## config.mk

```make
export PLATFORM = sky130hd
export DESIGN_NAME = payload_framer
export DESIGN_NICKNAME = d
export VERILOG_FILES = /design/src/hdl/chan_pkg.sv /design/src/hdl/payload_framer.sv
export SDC_FILE = /design/constraint.sdc
export NUM_CORES = 1
export LEC_CHECK = 0
export ABC_AREA = 1
export BUFFER_PORTS_ARGS = -buffer_cell sky130_fd_sc_hd__clkbuf_2
export CORE_MARGIN = 5
export CORE_UTILIZATION = 35
export DETAILED_ROUTE_END_ITERATION = 8
export SLEW_MARGIN = 10
export SYNTH_ARGS = -nofsm -noshare
export SYNTH_HDL_FRONTEND = slang
export SYNTH_SLANG_ARGS = --single-unit
```

## constraint.sdc

```tcl
create_clock -name clk -period 4 [get_ports clk]
set_clock_uncertainty 0.1 [all_clocks]
set_input_delay 0.6 -clock clk [delete_from_list [all_inputs] [get_ports clk]]
set_output_delay 0.6 -clock clk [all_outputs]
set_load 0.005 [all_outputs]
```

## src/hdl/chan_pkg.sv

```systemverilog
// shared widths, size limits and stream beat types for the channelizer front end
// compiled before every other source; modules pull it in with a wildcard import
package chan_pkg;

    localparam int DATA_WIDTH = 32;
    localparam int MAX_NFFT = 11;
    localparam int MIN_NFFT = 3;
    localparam int RESET_HIGH_CNT = 8;
    localparam int RESET_START_CNT = 31;
    localparam int DEFAULT_FFT_SIZE = 128;

    typedef logic [DATA_WIDTH-1:0] sample_t;
    typedef logic [MAX_NFFT-1:0] phase_t;
    typedef logic [4:0] nfft_t;
    typedef logic [MAX_NFFT:0] fft_size_t;
    typedef logic [15:0] payload_len_t;
    typedef logic [23:0] frame_idx_t;

    // sample plus its position in the frame
    typedef struct packed {
        sample_t data;
        phase_t phase;
        logic last;
    } chan_beat_t;

    // output word, tagged with frame number and end of payload
    typedef struct packed {
        sample_t data;
        frame_idx_t frame;
        logic last;
    } out_beat_t;

endpackage

```

## src/hdl/payload_framer.sv

```systemverilog
// output register stage: counts words and flags the last word of each payload
`timescale 1ns/1ps

module payload_framer (
    input  logic clk,
    input  logic int_reset_i,
    input  chan_pkg::payload_len_t payload_length_i,
    input  logic s_valid_i,
    input  chan_pkg::chan_beat_t s_beat_i,
    input  chan_pkg::frame_idx_t s_frame_i,
    output logic s_ready_o,
    output logic m_valid_o,
    output chan_pkg::out_beat_t m_beat_o,
    input  logic m_ready_i
);
    import chan_pkg::*;

    payload_len_t word_cnt;
    logic word_last;
    logic load;

    assign s_ready_o = !m_valid_o || m_ready_i;
    assign load = s_valid_i && s_ready_o;
    assign word_last = word_cnt == (payload_length_i - 1'b1);

    always_ff @(posedge clk or posedge int_reset_i) begin
        if (int_reset_i) begin
            word_cnt <= '0;
            m_valid_o <= 1'b0;
        end else begin
            if (load) begin
                m_valid_o <= 1'b1;
                word_cnt <= word_last ? '0 : word_cnt + 1'b1;
            end else if (m_ready_i) begin
                m_valid_o <= 1'b0;
            end
        end
    end

    always_ff @(posedge clk) begin
        if (load) begin
            m_beat_o <= '{data: s_beat_i.data, frame: s_frame_i, last: word_last};
        end
    end

    // upstream keeps its beat steady until this stage takes it
    assert property (@(posedge clk) disable iff (int_reset_i)
        (s_valid_i && !s_ready_o) |=>
            (s_valid_i && $stable(s_beat_i) && $stable(s_frame_i)))
        else $error("input beat changed while stalled");

endmodule

```

# After elaboration in Yosys (flattened, before gate mapping)
# Index checks and enable logic that the tools add are counted.
[totals]
reg_bits = 74
latch_bits = 0
ramBits = 0
mem_bits_ro = 0
in_bits = 88
wordCells = 15
mem_count = 0
[classes]
n_addsub = 2
mul = 0
n_div = 0
n_lt_le_gt_ge = 0
n_eq_ne = 1
shift = 0
muxes = 3
bitwise = 0
n_reduce_logical = 4
[op_table]
columns = ["operator", "count"]
rows = [
  ["16-bit by 1-bit adder with 16-bit output, second input constant", 1],
  ["16-bit equality test", 1],
  ["16-bit two-way mux", 1],
  ["16-bit by 1-bit subtractor with 16-bit output, second input constant", 1],
  ["1-bit two-way mux", 2],
  ["2-bit nonzero test", 1],
  ["1-bit logical AND", 1],
  ["1-bit zero test", 1],
  ["1-bit logical OR", 1],
]

# Logic depth before layout (Yosys ltp)
# Gate-level depths: netlist of the first run.
[depth]
word_depth = 4
mapped_depth = 14

# Worst setup path after synthesis of the first run
# Ideal clock, no wire load.
[synth_timing]
path_kind = "input port to flip-flop"
start = "input port m_ready_i"
end = "register m_beat_o[0] in the netlist's numbering (enable)"
arrival_ps = 2915
t_required_ps = 3447
slack_ps = 532
path_stages = 4
cell_sequence = "inv_1 -> a21oi_1 -> buf_2 -> buf_1"
[synth_via]
elab_chain_cells = 2
[synth_rtl]
columns = ["item", "line_no", "rtl"]
rows = [
  ["start: declaration", "payload_framer.sv:14", "input logic m_ready_i"],
  ["1-bit logical OR", "payload_framer.sv:22", "assign s_ready_o = !m_valid_o || m_ready_i;"],
  ["1-bit logical AND", "payload_framer.sv:23", "assign load = s_valid_i && s_ready_o;"],
  ["named net load", "payload_framer.sv:20", "logic load;"],
  ["end signal: assignment", "payload_framer.sv:42", "m_beat_o <= '{data: s_beat_i.data, frame: s_frame_i, last: word_last};"],
  ["end: declaration", "payload_framer.sv:13", "output chan_pkg::out_beat_t m_beat_o,"],
]
# The timed path passes the listed nets, and every way through them passes these cells.
# A chain may end at the register's enable or synchronous reset.

# Worst setup path after layout of the first run
[layout_timing]
start = "input port payload_length_i[0]"
end = "register word_cnt[1]"
[layout_via]
elab_chain_cells = 3
[layout_rtl]
columns = ["item", "line_no", "rtl"]
rows = [
  ["start: declaration", "payload_framer.sv:7", "input chan_pkg::payload_len_t payload_length_i,"],
  ["16-bit by 1-bit subtractor with 16-bit output", "payload_framer.sv:24", "assign word_last = word_cnt == (payload_length_i - 1'b1);"],
  ["16-bit equality test", "payload_framer.sv:24", ""],
  ["16-bit two-way mux", "payload_framer.sv:33", "word_cnt <= word_last ? '0 : word_cnt + 1'b1;"],
  ["end signal: assignment", "payload_framer.sv:33", ""],
  ["end: declaration", "payload_framer.sv:18", "payload_len_t word_cnt;"],
]
# Every way passes these cells.

==> results of run 1 <==
## cells in the mapped netlist
library cell	count
xnor2_1	5
nand2_2	3
nor3_1	5
buf_1	1
xor2_2	1
o21ai_0	7
xor2_1	16
buf_12	1
nor2_2	7
nor2_8	2
nand3_1	17
nor2_4	2
buf_2	2
a21oi_1	5
inv_2	2
nor4_1	1
o21ai_1	1
ha_1	2
nand2_1	97
o22ai_1	1
nand2_4	1
edfxtp_1	57
nor2_1	34
dfrtp_1	17
inv_1	37
nand3_2	4
a21oi_2	9
nand3b_1	3
nand4_1	3
and2_1	1
## cell type report
| cell class | count | area share (%) |
|---|---|---|
| sequential | 74 | 46.3 |
| clock inverter | 6 | 2.98 |
| timing repair buffer | 135 | 14.7 |
| tap | 133 | 3.61 |
| inverter | 39 | 3.17 |
| multi-input combinational | 227 | 26.4 |
| clock buffer | 10 | 2.77 |
## how the worst max path moves through the flow
| stage | startpoint | endpoint | slack (ns) | depth (start not counted) |
|---|---|---|---|---|
| floorplan | m_ready_i | m_beat_o[0] | 0.53 | 4 |
| CTS | payload_length_i[0] | word_cnt[1] | 1.75 | 12 |
| global placement | payload_length_i[0] | word_cnt[0] | 1.42 | 12 |
| detailed placement | payload_length_i[0] | word_cnt[1] | 1.39 | 12 |
| global route | payload_length_i[0] | word_cnt[1] | 1.62 | 12 |
| finish | payload_length_i[0] | word_cnt[1] | 1.75 | 12 |
## critical path, cell delays in order
cell	delay [ns]
clkbuf_2	0.09
inv_2	0.05
ha_1	0.29
xnor2_1	0.12
nor2_1	0.14
nand2_1	0.07
nor2_1	0.13
nand2_1	0.08
nor2_2	0.12
nand3_2	0.09
nor2_4	0.40
o21ai_0	0.14
## cells by family after synthesis
logic type,synth area share (%)
xor+xnor,5.68
buf+inv,5.11
simple gates,23.6
flops,60.6
compound gates,4.26
fa+ha+maj,0.710
## per-layer routing
metal | global-route usage (%) | vias to the layer above | routed length, um
li1 | - | 1403 | -
met1 | 15.6 | 1247 | 3220
met2 | 23.2 | 115 | 3910
met3 | 8.56 | 6 | 1090
met4 | 4.49 | 0 | 76
met5 | 0 | - | 0
## metrics by stage
stage	std cells	utilization, %
final	624	47.0
after global routing	624	47.0
after CTS	624	47.0
after detailed placement	608	44.3
after global placement	608	44.3
after floorplan	344	-
## state kept, by name, indices dropped and copies added (netlist names)
name,flops
m_valid_o,1
m_beat_o,57
word_cnt,16
## power by group
| part | total, W | leakage, nW | switching, W | internal, W |
|---|---|---|---|---|
| combinational | 0.000325 | 1.33 | 0.000192 | 0.000133 |
| clock | 0.000753 | 0.131 | 0.000272 | 0.000481 |
| sequential | 0.000955 | 0.747 | 0.0000534 | 0.000902 |
| total | 0.00203 | 2.21 | 0.000518 | 0.00152 |
==> run_results.csv, run 1 <==
group,metric,value,unit
outcome,status,"finished, final reports clean",
global_route,grt_pass1_vias,2895,
drt,drt-pass1-iter-count,6,
logic_synthesis,syn-num-nets,434,
clocking,postCtsHoldBufs,0,
logic_synthesis,ys_warn_count,0,
layout,area.growth.synth_to_final,30.8,%
die,dieArea,12200,um2
worst_setup_path,r2r-end,"word_cnt[1]",
drt,drc,0,
placement,placed_cell_area,4350,um2
global_route,grt_max_degree,68,
pwr,power,0.00203,W
logic_synthesis,ys_seq_area_share,60.6,%
worst_setup_path,reg2reg_from,"word_cnt[0]",
worst_setup_path,critPathCaptureType,"flip-flop",
clocking,htree_levels,3,
logic_synthesis,netlist_area,3520,um2
global_route,antenna_found_initial,0,
layout,fin_area,4610,um2
clocking,clkSlewWorstSetupHoldPaths,0.08,ns
timing,finalHoldViolCount,0,
worst_setup_path,critPathLaunchType,"input port",
timing,setup_slack,1.75,ns
clocking,insertion_delay,0.33,ns
timing,fin_crit,2.25,ns
die,rows,36,
clocking,cts_tree,"yes",
placement,routabilityCongestion,0.874,
worst_setup_path,worst-endpoint-required,4.10,ns
pwr,p_per_area,441,nW/um2
timing,final_max_slew_viol_count,0,
drt,viasPerCell,4.44,
drt,dr.first_iter.drc_count,90,
global_route,grt_first_pass_wirelength,13200,um
die,coreArea,9820,um2
layout,fin_nets,576,
pwr,leakage,2.21,nW
worst_setup_path,crit_path_max_fanout,15,
placement,hpwl,6630,um
timing,setup_violations,0,
logic_synthesis,synth_cells,344,
die,start_util,35.9,%
global_route,grt_overflow_total,0,
worst_hold_path,min_path_type,"in2async",
worst_setup_path,ff2ff_setup_slack,1.98,ns
layout,n_antenna_cell,0,
die,pin_count,147,
placement,pre_cts_slack,1.39,ns
placement,io_buffers,134,
pwr,vdd_drop_max,285,uV
die,fp.dieH,110,um
layout,final_common_cell,"clkbuf_2",
die,die_w,110,um
worst_setup_path,worst-setup-path-type,"in2reg",
logic_synthesis,synth_seq_cells,74,
logic_synthesis,synth_top_area_share,48.6,%
timing,max_slew_margin,43.9,%
layout,multi_input_area,1220,um2
job,maxCapViolCount,0,
logic_synthesis,synth_area_leaders,"edfxtp_1 (49%), dfrtp_1 (12%), nand2_1 (10%)",
logic_synthesis,ys_types,30,
timing,finalCritPeriodShare,56.2,%
clocking,clockRootBuffer,"clkbuf_8",
layout,n_fill_cell,997,
timing,rsz0062_at_grt,"no",
timing,holdWs,0.226,ns
timing,worstMarginPinSlew,0.841,ns
layout,register_area,2140,um2
clocking,cts.path.max_buffers,2,
worst_setup_path,cp.arrival,2.35,ns
clocking,cts_buffers,9,
drt,routed_wirelength,8300,um
drt,postRouteAntennaNets,0,
logic_synthesis,synth.avg_cell_area,10.2,um2
layout,final_cell_mix,"clkbuf_2 (134), nand2_1 (97), edfxtp_1 (57)",
logic_synthesis,synth_top_cell_by_area,"edfxtp_1",
layout,layout-drive-gt1-share,37.1,%
clocking,post-cts-setup-buffers,0,
timing,fmaxAchievable,0.445,GHz
timing,setup_tns,0,ns
clocking,ctsResizeCount,0,
worst_setup_path,reg2reg_depth,11,
clocking,clock-sinks,74,
global_route,grtUsageTotal,14.3,%
drt,wire_per_inst,13.3,um
drt,vias,2771,
No activity file was read; power rests on OpenSTA's default activity.
==> run 2: changes to the inputs <==
==> constraint.sdc (replaced) <==
create_clock -name clk -period 1.88 [get_ports clk]
set_clock_uncertainty 0.1 [all_clocks]
set_input_delay 0.282 -clock clk [delete_from_list [all_inputs] [get_ports clk]]
set_output_delay 0.282 -clock clk [all_outputs]
set_load 0.005 [all_outputs]
==> run 2 against run 1 <==
Compared with the run above: non-clock buffer count rose by 75; via count rose by 12%; setup slack got worse by 1.7 ns; first-iteration DRC count rose by 48%; highest routed layer unchanged.
==> run_results.csv, run 2 (synthesis gave the netlist of run 1 again) <==
group,metric,value,unit
drt,dr.first_iter.drc_count,133,
timing,max_slew_margin,55.2,%
timing,fin_crit,1.78,ns
drt,viasPerCell,4.46,
worst_hold_path,min_path_type,"in2reg",
timing,setup_violations,0,
drt,drt-pass1-iter-count,4,
worst_setup_path,reg2reg_from,"word_cnt[3]",
layout,final_core_util,54.1,%
drt,vias,3115,
global_route,grtUsageTotal,17.4,%
clocking,clock-sinks,74,
layout,n_antenna_cell,0,
timing,setup_tns,0,ns
worst_hold_path,holdPathEnd,"m_beat_o[18]",
die,start_util,35.9,%
clocking,htree_levels,3,
layout,reg_top3,"m_beat_o: 57 flops, word_cnt: 16 flops, m_valid_o: 1 flops",
die,fp.dieH,110,um
worst_setup_path,critPathSlowestCell,"dfrtp_1",
die,dieArea,12200,um2
pwr,vdd_drop_max,600,uV
global_route,grt_pass1_vias,3303,
worst_setup_path,reg2reg_depth,9,
placement,hpwl,6940,um
worst_setup_path,cp.arrival,1.91,ns
die,die_w,110,um
outcome,status,"finished, final reports clean",
die,coreArea,9820,um2
placement,placed_cells,626,
worst_setup_path,ff2ff_setup_slack,0.1,ns
layout,final_common_cell,"clkbuf_2",
pwr,leakage,2.51,nW
layout,instances_no_fill,699,
pwr,p_per_area,785,nW/um2
worst_setup_path,crit_path_max_fanout,7,
worst_setup_path,critPathCaptureType,"flip-flop",
worst_hold_path,hold_path_depth,1,
clocking,cts_buffers,9,
worst_setup_path,critPathLaunchType,"flip-flop",
layout,largest-register,"m_beat_o",
layout,largest_reg_flops,57,
global_route,grt_overflow_total,0,
pwr,p_int,0.00298,W
timing,worstMarginPinSlew,0.671,ns
layout,fin_nets,651,
layout,layout-drive-gt1-share,37.6,%
pwr,p_sw,0.00120,W
die,rows,36,
clocking,insertion_delay,0.34,ns
pwr,seq_power_share,48.6,%
layout,final_cell_mix,"clkbuf_2 (134), nand2_1 (97), edfxtp_1 (57)",
worst_setup_path,r2r-end,"word_cnt[11]",
global_route,grt_max_degree,54,
global_route,grt_first_pass_wirelength,15900,um
drt,wire_per_inst,14.2,um
placement,routabilityCongestion,0.837,
drt,drc,0,
timing,final_max_slew_viol_count,0,
clocking,cts.path.max_buffers,2,
global_route,antenna_found_initial,0,
pwr,combPwrFrac,21.9,%
timing,fmaxAchievable,0.561,GHz
worst_setup_path,worst-endpoint-required,2.00,ns
worst_setup_path,slowest_delay,0.42,ns
drt,postRouteAntennaNets,0,
worst_setup_path,cp_cell_sequence,"xor2_1, nor2_1, nor2_2, nand2_1, nor2_2, nand3_2, nor2_4, clkbuf_16, a21oi_2",
timing,finalHoldViolCount,0,
clocking,clockRootBuffer,"clkbuf_8",
worst_setup_path,cpMostUsedCell,"nor2_2",
drt,routed_wirelength,9940,um
placement,io_buffers,134,
clocking,cts_tree,"yes",
worst_hold_path,hold_path.startpoint,"s_frame_i[17]",
job,maxCapViolCount,0,
pwr,p_clk_share,29.6,%
clocking,clkSlewWorstSetupHoldPaths,0.08,ns
timing,finalCritPeriodShare,94.9,%
die,pin_count,147,
worst_setup_path,worst-setup-path-type,"reg2reg",
layout,area.growth.synth_to_final,50.8,%
timing,holdWs,0.0200,ns
pwr,power.share.switching,28.7,%
run 2: cell count changes in the layout (fill, tap and decap cells not counted), sizes merged:
cell | previous run | this run
buf | 1 | 21
bufinv | 4 | 1
clkinv | 1 | 2
clkinvlp | 0 | 2
dlygate4sd3 | 0 | 54
inv | 40 | 41
run 2: how the worst max path moves through the flow:
stage                              from            to  slack (ns)  cells past startpoint
floorplan           payload_length_i[0]  word_cnt[10]        0.06                     12
global placement    payload_length_i[0]   word_cnt[1]       -0.15                     13
detailed placement  payload_length_i[0]   word_cnt[1]       -0.16                     13
CTS                         word_cnt[0]   word_cnt[1]        0.07                     12
global route                word_cnt[3]   word_cnt[7]       -0.07                      9
finish                      word_cnt[3]  word_cnt[11]         0.1                      9
run 2: cell type report:
type / count / area (um2)
fill: 901 / 4500
sequential: 74 / 2140
timing repair buffer: 210 / 1420
multi-input combinational: 227 / 1240
tap: 133 / 166
inverter: 39 / 146
clock buffer: 9 / 124
clock inverter: 7 / 75.1
run 2: per-stage QoR:
stage / instance area, um2 / total power [W] / setup slack (ns)
after CTS: 5230 / 0.00415 / 0.0659
final: 5320 / 0.00417 / 0.0966
after global routing: 5320 / 0.00445 / -0.0688
after detailed placement: 4510 / 0.00283 / -0.160
after floorplan: 3530 / 0.00249 / 0.0635
after global placement: 4510 / 0.00281 / -0.154
run 2: layer usage:
layer	routed length, um	vias up	global-route usage [%]
met5	0	-	0
li1	-	1549	-
met3	1150	13	8.21
met4	127	0	5.80
met2	4940	132	29.5
met1	3730	1421	19.2
run 2: critical path, delay by kind of cell, from the launching register on:
family / cells / cell delay, ns
flip-flops: 1 / 0.42
AND/OR/NAND/NOR: 6 / 0.61
AO/OA/AOI/OAI: 1 / 0.05
buffers and inverters: 1 / 0.18
XOR/XNOR: 1 / 0.30
run 2: what timing repair did:
action | in CTS | in global routing
hold buffers | 52 | 2
resized for setup | 0 | 10
buffers inserted | 0 | 2
hold endpoints to repair | 68 | 2
endpoints found under the setup margin | 0 | 15
run 2: power groups by stage:
stage / clock (W) / sequential (W) / combinational (W)
after floorplan: 0 / 0.00205 / 0.000439
after global placement: 0 / 0.00205 / 0.000758
after detailed placement: 0 / 0.00206 / 0.000771
after CTS: 0.00126 / 0.00202 / 0.000860
after global routing: 0.00136 / 0.00204 / 0.00104
final: 0.00123 / 0.00203 / 0.000913
