### src/hdl/chan_pkg.sv
// shared widths, size limits and stream beat types for the channelizer front end
// compiled before every other source; modules pull it in with a wildcard import
package chan_pkg;

    localparam int DATA_WIDTH = 32;
    localparam int MAX_NFFT = 11;
    localparam int MIN_NFFT = 3;
    localparam int RESET_HIGH_CNT = 8;
    localparam int RESET_START_CNT = 31;
    localparam int DEFAULT_FFT_SIZE = 128;

    typedef logic [DATA_WIDTH-1:0] sample_t;
    typedef logic [MAX_NFFT-1:0] phase_t;
    typedef logic [4:0] nfft_t;
    typedef logic [MAX_NFFT:0] fft_size_t;
    typedef logic [15:0] payload_len_t;
    typedef logic [23:0] frame_idx_t;

    // sample plus its position in the frame
    typedef struct packed {
        sample_t data;
        phase_t phase;
        logic last;
    } chan_beat_t;

    // output word, tagged with frame number and end of payload
    typedef struct packed {
        sample_t data;
        frame_idx_t frame;
        logic last;
    } out_beat_t;

endpackage

### src/hdl/chan_ctrl.sv
// configuration registers beside the datapath: latches the transform size,
// decodes its exponent and stretches the internal reset after reset or a size change
`timescale 1ns/1ps

module chan_ctrl (
    input  logic clk,
    input  logic sync_reset,
    input  chan_pkg::fft_size_t fft_size_i,
    output chan_pkg::nfft_t nfft_o,
    output logic int_reset_o
);
    import chan_pkg::*;

    fft_size_t fft_size_q;
    logic [4:0] reset_cnt;
    logic [4:0] next_cnt;
    logic size_change;

    // powers of two from 8 to 1024 map to their exponent, anything else to the max
    function automatic nfft_t decode_nfft(input fft_size_t size);
        nfft_t n;
        n = nfft_t'(MAX_NFFT);
        for (int i = MIN_NFFT; i < MAX_NFFT; i++) begin
            if (size == fft_size_t'(1 << i)) begin
                n = nfft_t'(i);
            end
        end
        return n;
    endfunction

    // zero on the size input means keep the current setting
    assign size_change = (fft_size_i != '0) && (fft_size_i != fft_size_q);

    always_comb begin
        if (size_change) begin
            next_cnt = 5'(RESET_HIGH_CNT);
        end else if (reset_cnt != '0) begin
            next_cnt = reset_cnt - 1'b1;
        end else begin
            next_cnt = reset_cnt;
        end
    end

    always_ff @(posedge clk or posedge sync_reset) begin
        if (sync_reset) begin
            fft_size_q <= fft_size_t'(DEFAULT_FFT_SIZE);
            nfft_o <= decode_nfft(fft_size_t'(DEFAULT_FFT_SIZE));
            reset_cnt <= 5'(RESET_START_CNT);
            int_reset_o <= 1'b1;
        end else begin
            reset_cnt <= next_cnt;
            // registered so the datapath sees a clean reset edge
            int_reset_o <= (next_cnt != '0);
            if (size_change) begin
                fft_size_q <= fft_size_i;
                nfft_o <= decode_nfft(fft_size_i);
            end
        end
    end

    // datapath must be held in reset for the full stretch after a size change
    assert property (@(posedge clk) disable iff (sync_reset)
        $past(size_change, RESET_HIGH_CNT) |-> int_reset_o)
        else $error("int_reset dropped too early after size change");

endmodule

### config.mk
export PLATFORM = sky130hd
export DESIGN_NAME = chan_ctrl
export DESIGN_NICKNAME = d
export VERILOG_FILES = /design/src/hdl/chan_pkg.sv /design/src/hdl/chan_ctrl.sv
export SDC_FILE = /design/constraint.sdc
export NUM_CORES = 1
export LEC_CHECK = 0
export ABC_AREA = 1
export BUFFER_PORTS_ARGS = -buffer_cell sky130_fd_sc_hd__buf_2
export CELL_PAD_IN_SITES_DETAIL_PLACEMENT = 0
export CELL_PAD_IN_SITES_GLOBAL_PLACEMENT = 1
export CORE_MARGIN = 2
export CORE_UTILIZATION = 40
export DETAILED_ROUTE_END_ITERATION = 12
export PLACE_DENSITY = 0.77
export SYNTH_ARGS = -nofsm -noshare
export SYNTH_HDL_FRONTEND = slang
export SYNTH_SLANG_ARGS = --single-unit
### constraint.sdc
create_clock -name clk -period 2.4 [get_ports clk]
set_clock_uncertainty 0.2 [all_clocks]
set_input_delay 0.36 -clock clk [delete_from_list [all_inputs] [get_ports clk]]
set_output_delay 0.36 -clock clk [all_outputs]
set_load 0.005 [all_outputs]
Word level (Yosys, flattened, before mapping)
Index checks and enable logic that the tools add are counted.

word-level totals
  flip-flop bits (word level) = 23
  bits of input ports = 14
  output and inout bits = 6
  word-level logic and storage cells = 28

operators by class
  add/sub/neg operators = 1
  eq/ne operators = 9
  muxes and demuxes = 10
  reduce and logical (&&, ||, !) cells = 4

operators with widths
  kind                    number
  $mux W5                 9
  $eq A12 B10 Y1 const B  1
  $eq A12 B11 Y1 const B  1
  $eq A12 B4 Y1 const B   1
  $eq A12 B5 Y1 const B   1
  $eq A12 B6 Y1 const B   1
  $eq A12 B7 Y1 const B   1
  $eq A12 B8 Y1 const B   1
  $eq A12 B9 Y1 const B   1
  $ne A12 B12 Y1          1
  $reduce_bool A12 Y1     1
  $reduce_bool A5 Y1      2
  $sub A5 B1 Y5 const B   1
  $mux W4                 1
  $logic_and A1 B1 Y1     1

Logic depth before layout (Yosys ltp)
Gate-level depths: netlist of run 1.

  depth after elaboration = 9
  gate-level depth with buffers = 11
  gate-level depth less buffers = 10

Worst setup path before layout of run 1
Ideal clock, no wire load.

  kind = register to register
  start = register reset_cnt[0]
  end = register int_reset_o
  setup time = 82 ps
  arrival = 1266 ps
  slack = 852 ps
  cell stages (with the launch flop) = 7
  period minus slack after synthesis = 1548 ps
  path through = dfstp_2 > inv_1 > ha_1 > nand4_1 > nand2_1 > o31ai_1 > nand2_1

between the ends
  longest elaborated chain between the ends = 4

RTL lines
  what                                                 RTL line                          RTL
  start, declared                                      chan_ctrl.sv:15                   logic [4:0] reset_cnt;
  start signal, assigned                               chan_ctrl.sv:48                   reset_cnt <= 5'(RESET_START_CNT);
  start signal, assigned                               chan_ctrl.sv:51                   reset_cnt <= next_cnt;
  $sub A5 B1 Y5 or $reduce_bool A5 Y1 (tied branches)  chan_ctrl.sv:38, chan_ctrl.sv:37
  $mux W5 *                                            chan_ctrl.sv:37                   end else if (reset_cnt != '0) begin
  $mux W5 *                                            chan_ctrl.sv:35                   if (size_change) begin
  $reduce_bool A5 Y1 *                                 chan_ctrl.sv:53                   int_reset_o <= (next_cnt != '0);
  end signal, assigned                                 chan_ctrl.sv:53
  end, declared                                        chan_ctrl.sv:10                   output logic int_reset_o

Mark *: on every way between the ends. The rest lies on a longest branch, timed or not.
A chain may end at the register's enable or synchronous reset.

Worst setup path after layout of run 1
  start = register fft_size_q[7]
  end = register fft_size_q[10]

between the ends
  longest elaborated chain between the ends = 2

RTL lines
  what                    RTL line         RTL
  start, declared         chan_ctrl.sv:14  fft_size_t fft_size_q;
  start signal, assigned  chan_ctrl.sv:46  fft_size_q <= fft_size_t'(DEFAULT_FFT_SIZE);
  start signal, assigned  chan_ctrl.sv:55  fft_size_q <= fft_size_i;
  $ne A12 B12 Y1          chan_ctrl.sv:32  assign size_change = (fft_size_i != '0) && (fft_size_i != fft_size_q);
  $logic_and A1 B1 Y1     chan_ctrl.sv:32

Every way passes these cells.

==> impl_metrics.csv, run 1 <==
group,metric,value,unit
yosys,ys.flop_type,"dfrtp_1",
critical_path,path_buf_inv,1,
final_layout,insertedDiodeCount,0,
yosys,syn_avg_cell_area,7.224,um2
global_routing,first_global_vias,1107,
run,maxCapViolations,0,
floorplanning,num_rows,21,
cts,clk_path_buf_depth,2,
yosys,yosysTopAreaCell,"dfrtp_1",
cts,cts-root-buf,"clkbuf_4",
global_routing,grt_max_degree,31,
final_layout,finalInstanceArea,1535,um2
critical_path,path_max_fanout,30,
critical_path,end_kind,"register",
timing,worst_pin_slew,0.8273,ns
yosys,synth_top_area_share,21.88,%
final_layout,utilization,46.37,%
yosys,async_flop_share,100.0,%
detailed_routing,route.antenna.remaining_nets,0,
status,status,"complete, but fails checks",
timing,drv_slew,0,
cts,clock_sinks,22,
status,violations,"negative hold slack",
detailed_routing,wl_met2,1305,um
final_layout,nNetsFinal,224,
yosys,ys_warn_count,0,
critical_path,crit_family,"simple AND/OR/NAND/NOR gates",
yosys,syn-cell-area,1373,um2
placement,io_buffer_count,18,
detailed_routing,met1Wirelength,1195,um
floorplanning,dieArea,3916,um2
timing,post-route-period-util,73.82,%
cts,cts_hold_buf,0,
yosys,ys_top_cells_by_count,"nand2_1, inv_1, nor2_1",
cts,post-cts-setup-buffers,0,
global_routing,grt_usage,14.80,%
yosys,ys_seq_area_share,41.02,%
placement,globalplace.congestion,0.7048,
critical_path,cp.required,2.42,ns
detailed_routing,met3RoutedLength,65,um
global_routing,antenna_found_initial,0,
detailed_routing,routedWlPerCell,10.17,um
power,p_per_area,489.2,nW/um2
power,ir_worst_vdd,0.2599,mV
cts,clk_latency,0.31,ns
floorplanning,ios,20,
cts,numCtsBuffers,3,
timing,grt_setup_unrepaired,"false",
critical_path,arrival,1.79,ns
floorplanning,initial_core_util,41.46,%
timing,period_minus_slack,1.772,ns
cts,cts_resized,0,
worst_hold_path,hold_path_class,"input port to asynchronous set/reset pin",
yosys,syn_nets,205,
power,power.total,751.1,uW
detailed_routing,num_vias,1154,
final_layout,area_growth_syn_to_layout,11.85,%
detailed_routing,via_per_inst,4.543,
critical_path,crit_top_cell,"nand2_1",
critical_path,cp_slowest_cell,"dfstp_2",
timing,finalHoldViolations,5,
yosys,synth.most_common_cell,"nand2_1",
global_routing,grt_pass1_wl,4705,um
final_layout,drive_above_1_share,22.60,%
detailed_routing,drc,0,
yosys,yosys-top-cells-area,"dfrtp_1, dfstp_2, nand2_1",
floorplanning,core,3311,um2
yosys,ys_ff_latch,22,
placement,hpwl,2004,um
critical_path,path_class,"register to register",
detailed_routing,drt_iter0_drc,63,
placement,placed_area,1483,um2
cts,clk_pin_slew,0.13,ns
timing,fmax,564.4,MHz
critical_path,startpoint_type,"register",
floorplanning,die_h,62.58,um
yosys,syn_inst,190,
timing,slew_headroom,44.78,%
detailed_routing,highest_layer,"met4",
cts,htreeDepth,1,
detailed_routing,totalWireLength,2582,um
power,p_leak,0.7373,nW
timing,setup_viol,0,
critical_path,slowest_delay,0.56,ns
critical_path,crit_chain,"xnor2_1, nand2_1, nor2_1, nand3_2, nand2_4, inv_4, nand2_1, nand2_1",
cts,tritoncts,"built",
yosys,yosysUniqueCellTypes,26,
floorplanning,dieWidth,62.58,um
timing,fin_setup_tns,0,ns
detailed_routing,drt_pre_antenna_iters,4,
global_routing,grt-ovfl-total,0,
timing,holdWs,-0.01225,ns
yosys,synth_edf_count,0,
stage by stage:
stage / hold slack [ns] / setup slack (ns) / std cells
2_1_floorplan: 0.1418 / 0.8521 / 190
3_3_place_gp: 0.2648 / 0.5711 / 250
3_5_place_dp: 0.2689 / 0.5634 / 250
4_1_cts: 0.01940 / 0.6106 / 254
5_1_grt: 0.06611 / 0.4661 / 254
6_report: -0.01225 / 0.6284 / 254
layer usage:
metal  GRT usage [%]  up-vias
li1                -      622
met1           18.83      519
met2           26.48       11
met3           2.162        2
met4           3.333        0
met5               0        -
placed cells by master, fill, tap and decap left out:
master      n
nand2_1    66
inv_1      26
nor2_1     18
buf_2      18
o21ai_0    12
dfrtp_1    12
dfstp_2    10
nand3_1     7
nand4_1     6
xnor2_1     4
nor3_1      4
nor2_2      3
clkbuf_4    3
nand3_2     2
nand2_2     2
nand2_4     2
xor2_1      2
a21oi_2     2
inv_2       1
nor2_4      1
inv_4       1
nor3b_1     1
nor3_2      1
o31ai_1     1
ha_1        1
conb_1      1
bufinv_16   1
final timing paths:
| check | start | end | slack [ns] | depth (start not counted) |
|---|---|---|---|---|
| max | fft_size_q[7] | fft_size_q[10] | 0.63 | 8 |
| min | sync_reset | nfft_o[3] | -0.01 | 2 |
| max reg2reg | fft_size_q[7] | fft_size_q[10] | 0.63 | 8 |
| min reg2reg | fft_size_q[7] | fft_size_q[7] | 0.28 | 2 |
| max in group asynchronous | sync_reset | fft_size_q[8] | 1.49 | 2 |
| min in group clk | fft_size_i[7] | fft_size_q[7] | 0.11 | 3 |
final cells by class:
| class | count | area [um2] |
|---|---|---|
| clock inverters | 1 | 30.03 |
| well taps | 46 | 57.56 |
| clock buffers | 3 | 22.52 |
| repair buffers | 18 | 90.09 |
| multi-input cells | 136 | 664.4 |
| flip-flops and latches | 22 | 563.0 |
| fillers | 367 | 1775 |
| inverters | 28 | 107.6 |
where the power goes:
part	internal, mW	switching [mW]	total (mW)
clock	0.169	0.116	0.285
sequential	0.383	0.00752	0.390
combinational	0.0277	0.0483	0.0761
cell families (layout without fill, tap and decap cells):
family                   count (synthesis)  in the layout  synth area share, %
AND/OR/NAND/NOR                        113            113                37.19
XOR/XNOR                                 6              6                3.829
adder cells (fa/ha/maj)                  1              1               0.9114
AO/OA/AOI/OAI                           15             15                6.199
buffers and inverters                   32             50                10.57
other                                    1              1               0.2732
flip-flops                              22             22                41.02
registers in the layout, indices dropped and copies added (netlist names):
name / cells
fft_size_q: 12
reset_cnt: 5
int_reset_o: 1
nfft_o: 4
No activity file was read; power rests on OpenSTA's default activity.
==> run 2: changes to the inputs <==
--- a/config.mk
+++ b/config.mk
@@ -5,14 +5,14 @@
 export SDC_FILE = /design/constraint.sdc
 export NUM_CORES = 1
 export LEC_CHECK = 0
-export ABC_AREA = 1
+export ABC_AREA = 0
 export BUFFER_PORTS_ARGS = -buffer_cell sky130_fd_sc_hd__buf_2
 export CELL_PAD_IN_SITES_DETAIL_PLACEMENT = 0
 export CELL_PAD_IN_SITES_GLOBAL_PLACEMENT = 1
 export CORE_MARGIN = 2
 export CORE_UTILIZATION = 40
 export DETAILED_ROUTE_END_ITERATION = 12
-export PLACE_DENSITY = 0.77
+export PLACE_DENSITY = 0.74
 export SYNTH_ARGS = -nofsm -noshare
 export SYNTH_HDL_FRONTEND = slang
 export SYNTH_SLANG_ARGS = --single-unit
==> constraint.sdc (replaced) <==
create_clock -name clk -period 1.6 [get_ports clk]
set_clock_uncertainty 0.2 [all_clocks]
set_input_delay 0.24 -clock clk [delete_from_list [all_inputs] [get_ports clk]]
set_output_delay 0.24 -clock clk [all_outputs]
set_load 0.005 [all_outputs]
==> run 2 against run 1 <==
The run ends with negative setup slack left; sequential cell count unchanged; hold slack better by 0.052 ns; via count increased by 9.0%; combinational power increased to 3.2 times the previous value; die area grew 3.7%; fmax is 2.9% higher; area after synthesis increased by 3.9%; worst setup slack worse by 0.75 ns; largest cell class unchanged.
==> impl_metrics.csv, run 2 <==
group,metric,value,unit
final_layout,insertedDiodeCount,0,
yosys,async_flop_share,100.0,%
floorplanning,dieWidth,63.72,um
critical_path,end_kind,"register",
critical_path,crit_cells,6,
floorplanning,initial_core_util,42.08,%
cts,htreeDepth,1,
timing,setup_viol,10,
timing,layout_setup_ws,-0.1211,ns
cts,cts-root-buf,"clkbuf_4",
final_layout,utilization,59.03,%
floorplanning,num_rows,21,
global_routing,grt_max_degree,23,
critical_path,path_class,"register to register",
final_layout,largest_register,"fft_size_q",
critical_path,slowest_delay,0.43,ns
final_layout,area_growth_syn_to_layout,40.26,%
final_layout,largest_reg_flops,12,
placement,hpwl,2497,um
global_routing,grt_usage,20.11,%
yosys,syn-cell-area,1426,um2
final_layout,layout_common_cells,"buf_4, buf_2, nand2_1",
yosys,ys_warn_count,0,
power,p_per_area,578.0,nW/um2
timing,post-route-period-util,107.6,%
status,violations,"negative setup slack",
floorplanning,dieArea,4060,um2
yosys,yosys-top-cells-area,"dfrtp_1, dfstp_2, xnor2_1",
placement,globalplace.congestion,0.8033,
run,maxCapViolations,0,
critical_path,crit_family,"flip-flops",
final_layout,nNetsFinal,205,
detailed_routing,totalWireLength,3609,um
global_routing,antenna_found_initial,0,
final_layout,instances_no_fill,235,
timing,period_minus_slack,1.721,ns
status,status,"complete, but fails checks",
detailed_routing,num_vias,1258,
power,power.total,1.156,mW
final_layout,drive_above_1_share,50.26,%
detailed_routing,routedWlPerCell,15.36,um
placement,dp_slack,-0.1220,ns
global_routing,gr-usage-met1,25.96,%
global_routing,first_global_vias,1318,
timing,fin_setup_tns,-0.6979,ns
placement,io_buffer_count,18,
timing,fmax,581.0,MHz
global_routing,grt_pass1_wl,6396,um
critical_path,timing.rr.end,"fft_size_q[11]",
final_layout,seqCellArea,563.0,um2
timing,finalHoldViolations,0,
cts,tritoncts,"built",
critical_path,cp.required,1.61,ns
worst_hold_path,hold_depth,2,
power,ir_worst_vdd,0.3445,mV
global_routing,grt-busiest-layer,"met2",
critical_path,arrival,1.73,ns
yosys,yosysUniqueCellTypes,44,
critical_path,r2r_cells,6,
global_routing,grt-ovfl-total,0,
floorplanning,ios,20,
timing,holdWs,0.03944,ns
yosys,syn_inst,140,
yosys,yosysTopAreaCell,"dfrtp_1",
yosys,ys_ff_latch,22,
floorplanning,die_h,63.72,um
critical_path,cp_slowest_cell,"dfrtp_1",
detailed_routing,via_per_inst,5.353,
detailed_routing,drc,0,
yosys,syn_nets,155,
yosys,ys_seq_area_share,39.47,%
critical_path,path_buf_inv,2,
yosys,ys.flop_type,"dfrtp_1",
power,p_leak,0.8868,nW
yosys,synth_edf_count,0,
critical_path,path_max_fanout,6,
final_layout,n_fill_cell,293,
worst_hold_path,min_to,"fft_size_q[6]",
detailed_routing,route.antenna.remaining_nets,0,
detailed_routing,drt_iter0_drc,47,
final_layout,reg_top3,"fft_size_q (12), reset_cnt (5), nfft_o (4)",
global_routing,use_met2,35.13,%
timing,grt_setup_unrepaired,"true",
yosys,synth_top_area_share,21.05,%
cts,clk_path_buf_depth,2,
critical_path,startpoint_type,"register",
cts,clock_sinks,22,
critical_path,r2r_setup_slack,-0.12,ns
cts,clk_latency,0.31,ns
yosys,ys_top_cells_by_count,"nand2_1, xnor2_1, dfrtp_1",
critical_path,crit_chain,"xnor2_2, nand4_1, buf_4, nor3_2, buf_4, o221ai_2",
cts,clk_pin_slew,0.13,ns
floorplanning,core,3390,um2
final_layout,finalInstanceArea,2001,um2
yosys,syn_avg_cell_area,10.19,um2
timing,drv_slew,0,
final_layout,multiInputGateArea,933.4,um2
detailed_routing,drt_pre_antenna_iters,4,
worst_hold_path,hold_path_class,"input port to register",
final_layout,final_common_cell,"buf_4",
placement,place_inst,221,
critical_path,r2r-start,"fft_size_q[4]",
worst_hold_path,holdCritStartpoint,"fft_size_i[6]",
cts,numCtsBuffers,3,
placement,placed_area,1689,um2
critical_path,crit_top_cell,"buf_4",
global_routing,gr-usage-met3,2.321,%
-- run 2: changes by cell type in the layout (fill, tap and decap cells not counted), sizes merged, moves of 4 or more --
cell | previous run | this run
buf | 18 | 49
xnor2 | 4 | 14
inv | 28 | 9
nand2 | 70 | 13
a211oi | 0 | 4
a21oi | 2 | 8
nor2 | 22 | 3
a21o | 0 | 7
nand3 | 9 | 4
dlygate4sd3 | 0 | 5
o21ai | 12 | 2
-- run 2: kinds of logic after synthesis --
| family | after synthesis | share of synthesized area, % |
|---|---|---|
| adder cells (fa/ha/maj) | 1 | 0.8771 |
| other | 1 | 0.2629 |
| flip-flops | 22 | 39.47 |
| multiplexers | 1 | 0.7018 |
| AND/OR/NAND/NOR | 46 | 22.72 |
| XOR/XNOR | 17 | 10.97 |
| buffers and inverters | 18 | 7.982 |
| AO/OA/AOI/OAI | 34 | 17.02 |
-- run 2: timing repair --
action / CTS / global route
pin swaps: 8 / 5
buffers inserted: 3 / 2
hold buffers: 5 / 0
gates cloned: 0 / 0
setup endpoints to repair: 11 / 13
gates resized for setup: 18 / 12
hold endpoints to repair: 16 / 0
-- run 2: area by class of cell --
cell class | instances | share of cell area, %
Sequential cell | 22 | 28.14
Clock buffer | 4 | 1.814
Inverter | 9 | 1.689
Multi-Input combinational cell | 100 | 46.65
Timing Repair Buffer | 54 | 18.82
Tap cell | 46 | 2.877
-- run 2: worst max-delay path by stage --
| stage | start | slack [ns] | to |
|---|---|---|---|
| floorplan | fft_size_q[7] | 0.02 | reset_cnt[2] |
| global placement | fft_size_q[7] | -0.08 | reset_cnt[4] |
| detailed placement | fft_size_q[0] | -0.12 | nfft_o[0] |
| CTS | fft_size_q[7] | -0.08 | nfft_o[1] |
| global route | fft_size_q[7] | -0.17 | fft_size_q[11] |
| finish | fft_size_q[4] | -0.12 | fft_size_q[11] |
-- run 2: routing by layer --
| layer | vias to the layer above | share of wire (%) |
|---|---|---|
| met2 | 24 | 51 |
| met3 | 4 | 2.5 |
| met1 | 618 | 45 |
| li1 | 612 | - |
| met5 | - | 0 |
| met4 | 0 | 0.97 |
-- run 2: power by group --
group	internal, mW	switching (mW)
Clock	0.139	0.182
Sequential	0.574	0.0153
Combinational	0.123	0.123
==> run 3: changes to the inputs <==
--- a/config.mk
+++ b/config.mk
@@ -12,7 +12,9 @@
 export CORE_MARGIN = 2
 export CORE_UTILIZATION = 40
 export DETAILED_ROUTE_END_ITERATION = 12
-export PLACE_DENSITY = 0.74
+export GPL_ROUTABILITY_DRIVEN = 0
+export GPL_TIMING_DRIVEN = 1
+export PLACE_DENSITY = 0.71
 export SYNTH_ARGS = -nofsm -noshare
 export SYNTH_HDL_FRONTEND = slang
 export SYNTH_SLANG_ARGS = --single-unit
==> constraint.sdc (replaced) <==
create_clock -name clk -period 1.65 [get_ports clk]
set_clock_uncertainty 0.2 [all_clocks]
set_input_delay 0.2475 -clock clk [delete_from_list [all_inputs] [get_ports clk]]
set_output_delay 0.2475 -clock clk [all_outputs]
set_load 0.005 [all_outputs]
==> run 3 against run 2 <==
The run still ends with negative setup slack left; utilization decreased by 4.4 points; die area unchanged; fmax increased by 2.5%; hold slack got worse by 0.0030 ns; critical path depth decreased by 1; sequential power decreased by 3%; routed wire length decreased by 7.6%; non-clock buffer count decreased by 12; clock-buffer cell count unchanged; critical path type unchanged; largest power group unchanged.
==> impl_metrics.csv, run 3 (synthesized netlist as in run 2, its figures left out) <==
group,metric,value,unit
floorplanning,core,3390,um2
timing,setup_viol,6,
final_layout,instances_no_fill,223,
critical_path,r2r_cells,5,
power,p_per_area,593.5,nW/um2
critical_path,path_class,"register to register",
global_routing,first_global_vias,1289,
floorplanning,dieWidth,63.72,um
final_layout,insertedDiodeCount,0,
global_routing,grt_pass1_wl,5968,um
timing,drv_slew,0,
timing,post-route-period-util,101.7,%
cts,clk_latency,0.32,ns
detailed_routing,via_per_inst,5.395,
final_layout,utilization,54.63,%
final_layout,reg_top3,"fft_size_q (12), reset_cnt (5), nfft_o (4)",
global_routing,grt-ovfl-total,0,
critical_path,path_max_fanout,6,
detailed_routing,totalWireLength,3333,um
critical_path,startpoint_type,"register",
critical_path,arrival,1.70,ns
timing,period_minus_slack,1.679,ns
floorplanning,num_rows,21,
final_layout,drive_above_1_share,44.07,%
detailed_routing,route.antenna.remaining_nets,0,
detailed_routing,drt_pre_antenna_iters,4,
critical_path,crit_chain,"xnor2_2, nand4_1, nor3_2, buf_4, o221ai_2",
cts,clock_sinks,22,
detailed_routing,drt_iter0_drc,47,
critical_path,timing.rr.end,"fft_size_q[11]",
critical_path,cp_slowest_cell,"dfstp_2",
final_layout,largest_reg_flops,12,
placement,place_inst,215,
cts,clk_pin_slew,0.13,ns
detailed_routing,drc,0,
critical_path,r2r-start,"fft_size_q[7]",
detailed_routing,routedWlPerCell,14.95,um
critical_path,cp.required,1.67,ns
placement,io_buffer_count,18,
cts,post-cts-setup-buffers,0,
critical_path,endpoint,"fft_size_q[11]",
cts,cts-root-buf,"clkbuf_4",
floorplanning,initial_core_util,42.08,%
timing,finalHoldViolations,0,
final_layout,layout_common_cells,"buf_4, buf_2, nand2_1",
status,status,"complete, but fails checks",
critical_path,end_kind,"register",
floorplanning,ios,20,
global_routing,grt_max_degree,23,
timing,fmax,595.7,MHz
power,p_leak,0.7644,nW
floorplanning,die_h,63.72,um
final_layout,nNetsFinal,193,
critical_path,crit_start,"fft_size_q[7]",
worst_hold_path,hold_path_class,"input port to register",
global_routing,grt_usage,18.80,%
final_layout,largest_register,"fft_size_q",
power,ir_worst_vdd,0.2632,mV
final_layout,area_growth_syn_to_layout,29.82,%
detailed_routing,num_vias,1203,
floorplanning,dieArea,4060,um2
cts,clk_path_buf_depth,2,
global_routing,antenna_found_initial,0,
final_layout,final_common_cell,"buf_4",
cts,numCtsBuffers,3,
timing,grt_setup_unrepaired,"true",
placement,hpwl,2500,um
status,violations,"negative setup slack",
run,maxCapViolations,0,
critical_path,r2r_setup_slack,-0.03,ns
cts,htreeDepth,1,
critical_path,slowest_delay,0.57,ns
cts,tritoncts,"built",
timing,layout_setup_ws,-0.02878,ns
## run 3: area by class of cell
class | instances | area, um2
clock buffer | 4 | 36.28
fill | 315 | 1538
inverter | 9 | 33.78
sequential | 22 | 563.0
timing repair buffer | 42 | 280.3
tap | 46 | 57.56
multi-input combinational | 100 | 880.8
## run 3: report_power, final
group          switching [mW]  internal [mW]
Clock                   0.179          0.135
Combinational           0.110          0.103
Sequential             0.0144          0.557
Total                   0.304          0.795
## run 3: worst min-delay path by stage
stage	start	end	slack, ns	cells past startpoint
5_1_grt	fft_size_i[6]	fft_size_q[6]	0.04	2
3_5_place_dp	sync_reset	fft_size_q[3]	0.10	3
4_1_cts	fft_size_i[0]	fft_size_q[0]	0.003	2
6_report	fft_size_i[6]	fft_size_q[6]	0.04	2
2_1_floorplan	sync_reset	fft_size_q[0]	0.03	1
3_3_place_gp	sync_reset	fft_size_q[3]	0.09	3
## run 3: stage by stage
stage                     total power, mW  setup TNS (ns)  area (um2)  worst slack, ns  hold WS (ns)
after floorplan                    0.6904               0        1426          0.07474       0.02931
after global placement             0.7584        -0.06326        1644         -0.03570       0.09499
after detailed placement           0.7642         -0.2361        1644         -0.05349        0.1023
after CTS                           1.098       -0.003613        1780        -0.003613      0.002914
after global routing                1.165         -0.9439        1852          -0.1359       0.03926
final                               1.099         -0.1171        1852         -0.02878       0.03643
## run 3: critical path, delay by kind of cell, from the launching register on
kind / cells / cell delay, ns
AO/OA/AOI/OAI: 1 / 0.10
XOR/XNOR: 1 / 0.12
buffers and inverters: 1 / 0.18
flip-flops: 1 / 0.57
AND/OR/NAND/NOR: 2 / 0.40
## run 3: repair_timing
action | 4_1_cts | 5_1_grt
hold buffers | 3 | 1
gates resized for setup | 11 | 10
hold endpoints to repair | 14 | 1
setup endpoints to repair | 10 | 13
pin swaps | 5 | 3
## run 3: layer usage
| layer | vias to the layer above | wire length, um | GRT usage, % |
|---|---|---|---|
| li1 | 593 | - | - |
| met1 | 592 | 1587 | 24.46 |
| met2 | 13 | 1624 | 32.11 |
| met3 | 5 | 69 | 2.321 |
| met4 | 0 | 51 | 6.522 |
| met5 | - | 0 | 0 |
